<file path="src/conflict_pkg.sv">
package conflict_pkg;

    // Number of dependency slots tracked per transaction
    localparam int DEP_BITS = 64;

    // One bit per dependency slot
    typedef logic [DEP_BITS-1:0] dep_vec_t;

    // Program owner ID carried with each transaction
    typedef logic [63:0] owner_id_t;

    // Statistics counter width
    typedef logic [31:0] count_t;

    // Transaction payload as it travels through the filter
    typedef struct packed {
        owner_id_t owner;
        dep_vec_t  read_deps;
        dep_vec_t  write_deps;
    } txn_t;

    // Per-type conflict flags for the held transaction
    typedef struct packed {
        logic raw;
        logic waw;
        logic war;
    } conflict_t;

    // Check FSM states
    typedef enum logic [1:0] {
        IDLE   = 2'b00,
        CHECK  = 2'b01,
        OUTPUT = 2'b10
    } check_state_t;

endpackage

</file>
<file path="src/checker_control.sv">
`timescale 1ns/10ps

module checker_control
    import conflict_pkg::*;
(
    input  logic      clk,
    input  logic      rst_n,
    input  logic      in_valid,
    output logic      in_ready,
    output logic      out_valid,
    input  logic      out_ready,
    input  conflict_t conflicts,
    output logic      accept,
    output logic      check,
    output logic      reject,
    output logic      commit
);

    check_state_t state;
    check_state_t state_next;
    logic         any_conflict;

    // Handshake levels come straight from the state
    assign in_ready  = (state == IDLE);
    assign out_valid = (state == OUTPUT);

    assign any_conflict = conflicts.raw | conflicts.waw | conflicts.war;

    // Strobes for the datapath
    assign accept = in_valid & in_ready;
    assign check  = (state == CHECK);
    assign reject = check & any_conflict;
    assign commit = out_valid & out_ready;

    always_comb begin
        state_next = state;
        case (state)
            IDLE: begin
                if (accept) begin
                    state_next = CHECK;
                end
            end
            CHECK: begin
                // Single-cycle check, conflicting transactions are dropped here
                if (any_conflict) begin
                    state_next = IDLE;
                end else begin
                    state_next = OUTPUT;
                end
            end
            OUTPUT: begin
                // Wait as long as the downstream side holds off
                if (commit) begin
                    state_next = IDLE;
                end
            end
            default: begin
                state_next = IDLE;
            end
        endcase
    end

    always_ff @(posedge clk or negedge rst_n) begin
        if (!rst_n) begin
            state <= IDLE;
        end else begin
            state <= state_next;
        end
    end

endmodule

</file>
<file path="config.mk">
export PLATFORM = sky130hd
export DESIGN_NAME = checker_control
export DESIGN_NICKNAME = d
export VERILOG_FILES = /design/src/conflict_pkg.sv /design/src/checker_control.sv
export SDC_FILE = /design/constraint.sdc
export NUM_CORES = 1
export LEC_CHECK = 0
export ABC_AREA = 0
export ABC_CLOCK_PERIOD_IN_PS = 900
export BUFFER_PORTS_ARGS = -buffer_cell sky130_fd_sc_hd__buf_2
export CAP_MARGIN = 20
export CORE_AREA = 2 2 39 41
export CTS_CLUSTER_SIZE = 28
export DETAILED_ROUTE_END_ITERATION = 10
export DIE_AREA = 0 0 41 43
export MAX_ROUTING_LAYER = met4
export PLACE_DENSITY_LB_ADDON = 0.12
export SYNTH_ARGS = -nofsm -noshare
export SYNTH_HDL_FRONTEND = slang
export SYNTH_SLANG_ARGS = --single-unit
</file>
<file path="constraint.sdc">
create_clock -name clk -period 0.9 [get_ports clk]
set_input_delay 0 -clock clk [delete_from_list [all_inputs] [get_ports clk]]
set_output_delay 0 -clock clk [all_outputs]
set_load 0.02 [all_outputs]
</file>
==> metrics.txt <==
Slew HR 0.799; setup ws final -215 ps; worst r2r dst state[1]; DR WL/cell 7.80 um; Initial Util 0.0832; final hold violations 0; vias in the first global route 130; GR Overflow Total 0; share of the synthesized area in the top cell type 0.435; CP Capture Type primary output; Filler cells 158; DR iter-0 viols 0; R2R Path Start state[1]; CTS Buffer Depth 2; Core ar. 0.00138 mm^2; antenna-violating nets left 0; status finished, violations left; H-tree lvl count 1; Final setup viols 6; most frequent cells in the layout buf_2, buf_6, clkbuf_4; RSZ-0062 raised after global routing yes; Post-Route Skew 4.39 ps; initial antenna violation count 0; Hold EP state[1]; CTS buffer count 3; largest register by flop count state; post-layout power 0.433 mW; multi-input logic area 71.3 um^2; Final period util 1.24; Power Density 1530 mW/mm^2; # Max-Cap Violations 0; largest net degree at the start of global routing 4; top flop regs state x2; fin. max-slew vios 0; share of cells above drive strength 1 0.733; synth top area cells dfrtp_1, and2_1, and2b_4; RePlAce Congestion 0.574; Reg2Reg Depth 2; antenna cell count 0; post-synth cell types 9; Leak 0.147 nW; syn nets 19; Root Buffer clkbuf_4; max FFs per register 2; Worst Setup Path Type flop to primary output; Synth area leader dfrtp_1; commonest non-fill, non-tap cell in the layout buf_2; maximum VDD drop 0.000298 V; Hold Path Stages 3; critical path arrival 1110 ps; vias per cell 3.17; Reg area 50.0 um^2; number of port buffers 12; Layout Nets 39; Critical-path top delay cell dfrtp_1; Syn-to-layout area delta 146%; first-pass GRT wire length 510 um; Post-Route WL 359 um; Site Rows 14; CP max stage delay 390 ps; Die Height 43 um; Final HPWL DP 261 um; Final min period 1110 ps; drt drc 0; Clk Latency, worst-skew pair 230 ps; router iterations before antenna repair 1; worst hold path type primary input to flop; TritonCTS clock tree done; die area 0.00176 mm^2; Area after DPL 200 um^2; total track usage 0.0462; Fmax 897 MHz; Setup TNS -840 ps; mean post-synth cell area 9.59 um^2; sequential fraction of the synthesis area 0.435; Post-Syn Area 115 um^2; YS warnings 0; Worst Hold Slack 72.2 ps; flop-to-flop setup slack 10 ps; CP startpoint kind flop; vias post-DR 146; failing checks setup timing; Worst-path clk slew 30 ps; post-route cell area 283 um^2; io pins 13; CP Cell Sequence and2b_4 > and2_4 > buf_6; Worst EP required 900 ps; pre-CTS setup slack -12.3 ps; # clock sinks 2; chip width 41 um; hold path start out_ready; slew at the pin closest to its max-slew limit 298 ps; Mapped Cells 12; Yosys reg bits 2; critical path peak fanout 3
==> power breakdown <==
part | internal (mW) | switching (mW) | total (mW)
Sequential | 0.0963 | 0.00509 | 0.101
Combinational | 0.0728 | 0.0550 | 0.128
Clock | 0.148 | 0.0561 | 0.204
==> kinds of logic (layout without fill, tap and decap cells) <==
kind of cell           count (synthesis)  count (layout)  synth area share
and+or+nand+nor                        8               8             0.457
DFF                                    2               2             0.435
AOI/OAI and AO/OA                      1               1            0.0761
buffers and inverters                  1              19            0.0326
==> routing by layer <==
layer  wire length, um  global-route usage  vias up
li1                  -                   -       77
met3                42              0.0157        0
met1               192              0.0639       56
met5                 0                   -        -
met2               125              0.0500       13
met4                 0              0.0400        0
==> repair_timing <==
item	in CTS	in global routing
cloned	0	0
setup endpoints to repair	6	7
buffers inserted	0	1
gates resized for setup	10	1
hold buffers	2	0
pin swaps	3	2
hold endpoints to repair	3	0
==> Yosys cell counts <==
cell and number:
nor2_1 1, and2b_4 1, inv_1 1, nor2b_1 1, nor2b_2 1, dfrtp_1 2
nor3_1 1, and2_1 3, a22o_1 1
==> metrics by stage <==
| step | std cells | util |
|---|---|---|
| finish | 46 | 0.204 |
| global route | 46 | 0.204 |
| CTS | 45 | 0.196 |
| detailed placement | 40 | 0.145 |
| global placement | 40 | 0.145 |
| floorplan | 12 | - |
==> cell type report <==
type | count | area share
inverter | 1 | 0.0133
multi-input combinational | 9 | 0.252
clock buffer | 3 | 0.0796
timing repair buffer | 15 | 0.407
tap | 16 | 0.0708
sequential | 2 | 0.177
==> worst max-delay path, delay by kind of cell, from the launching register on <==
family        cells  cell delay, ps
simple gates      2             390
buf+inv           1             110
flops             1             390
==> worst max-delay path by stage <==
stage                  start     end  slack [ps]
floorplan           state[1]  reject         -60
global placement    state[0]  commit           2
detailed placement  state[0]  commit         -10
CTS                 state[0]  commit        -230
global route        state[0]  commit        -260
finish              state[0]  commit        -210
Note: power is estimated with default switching activity, not from simulation.
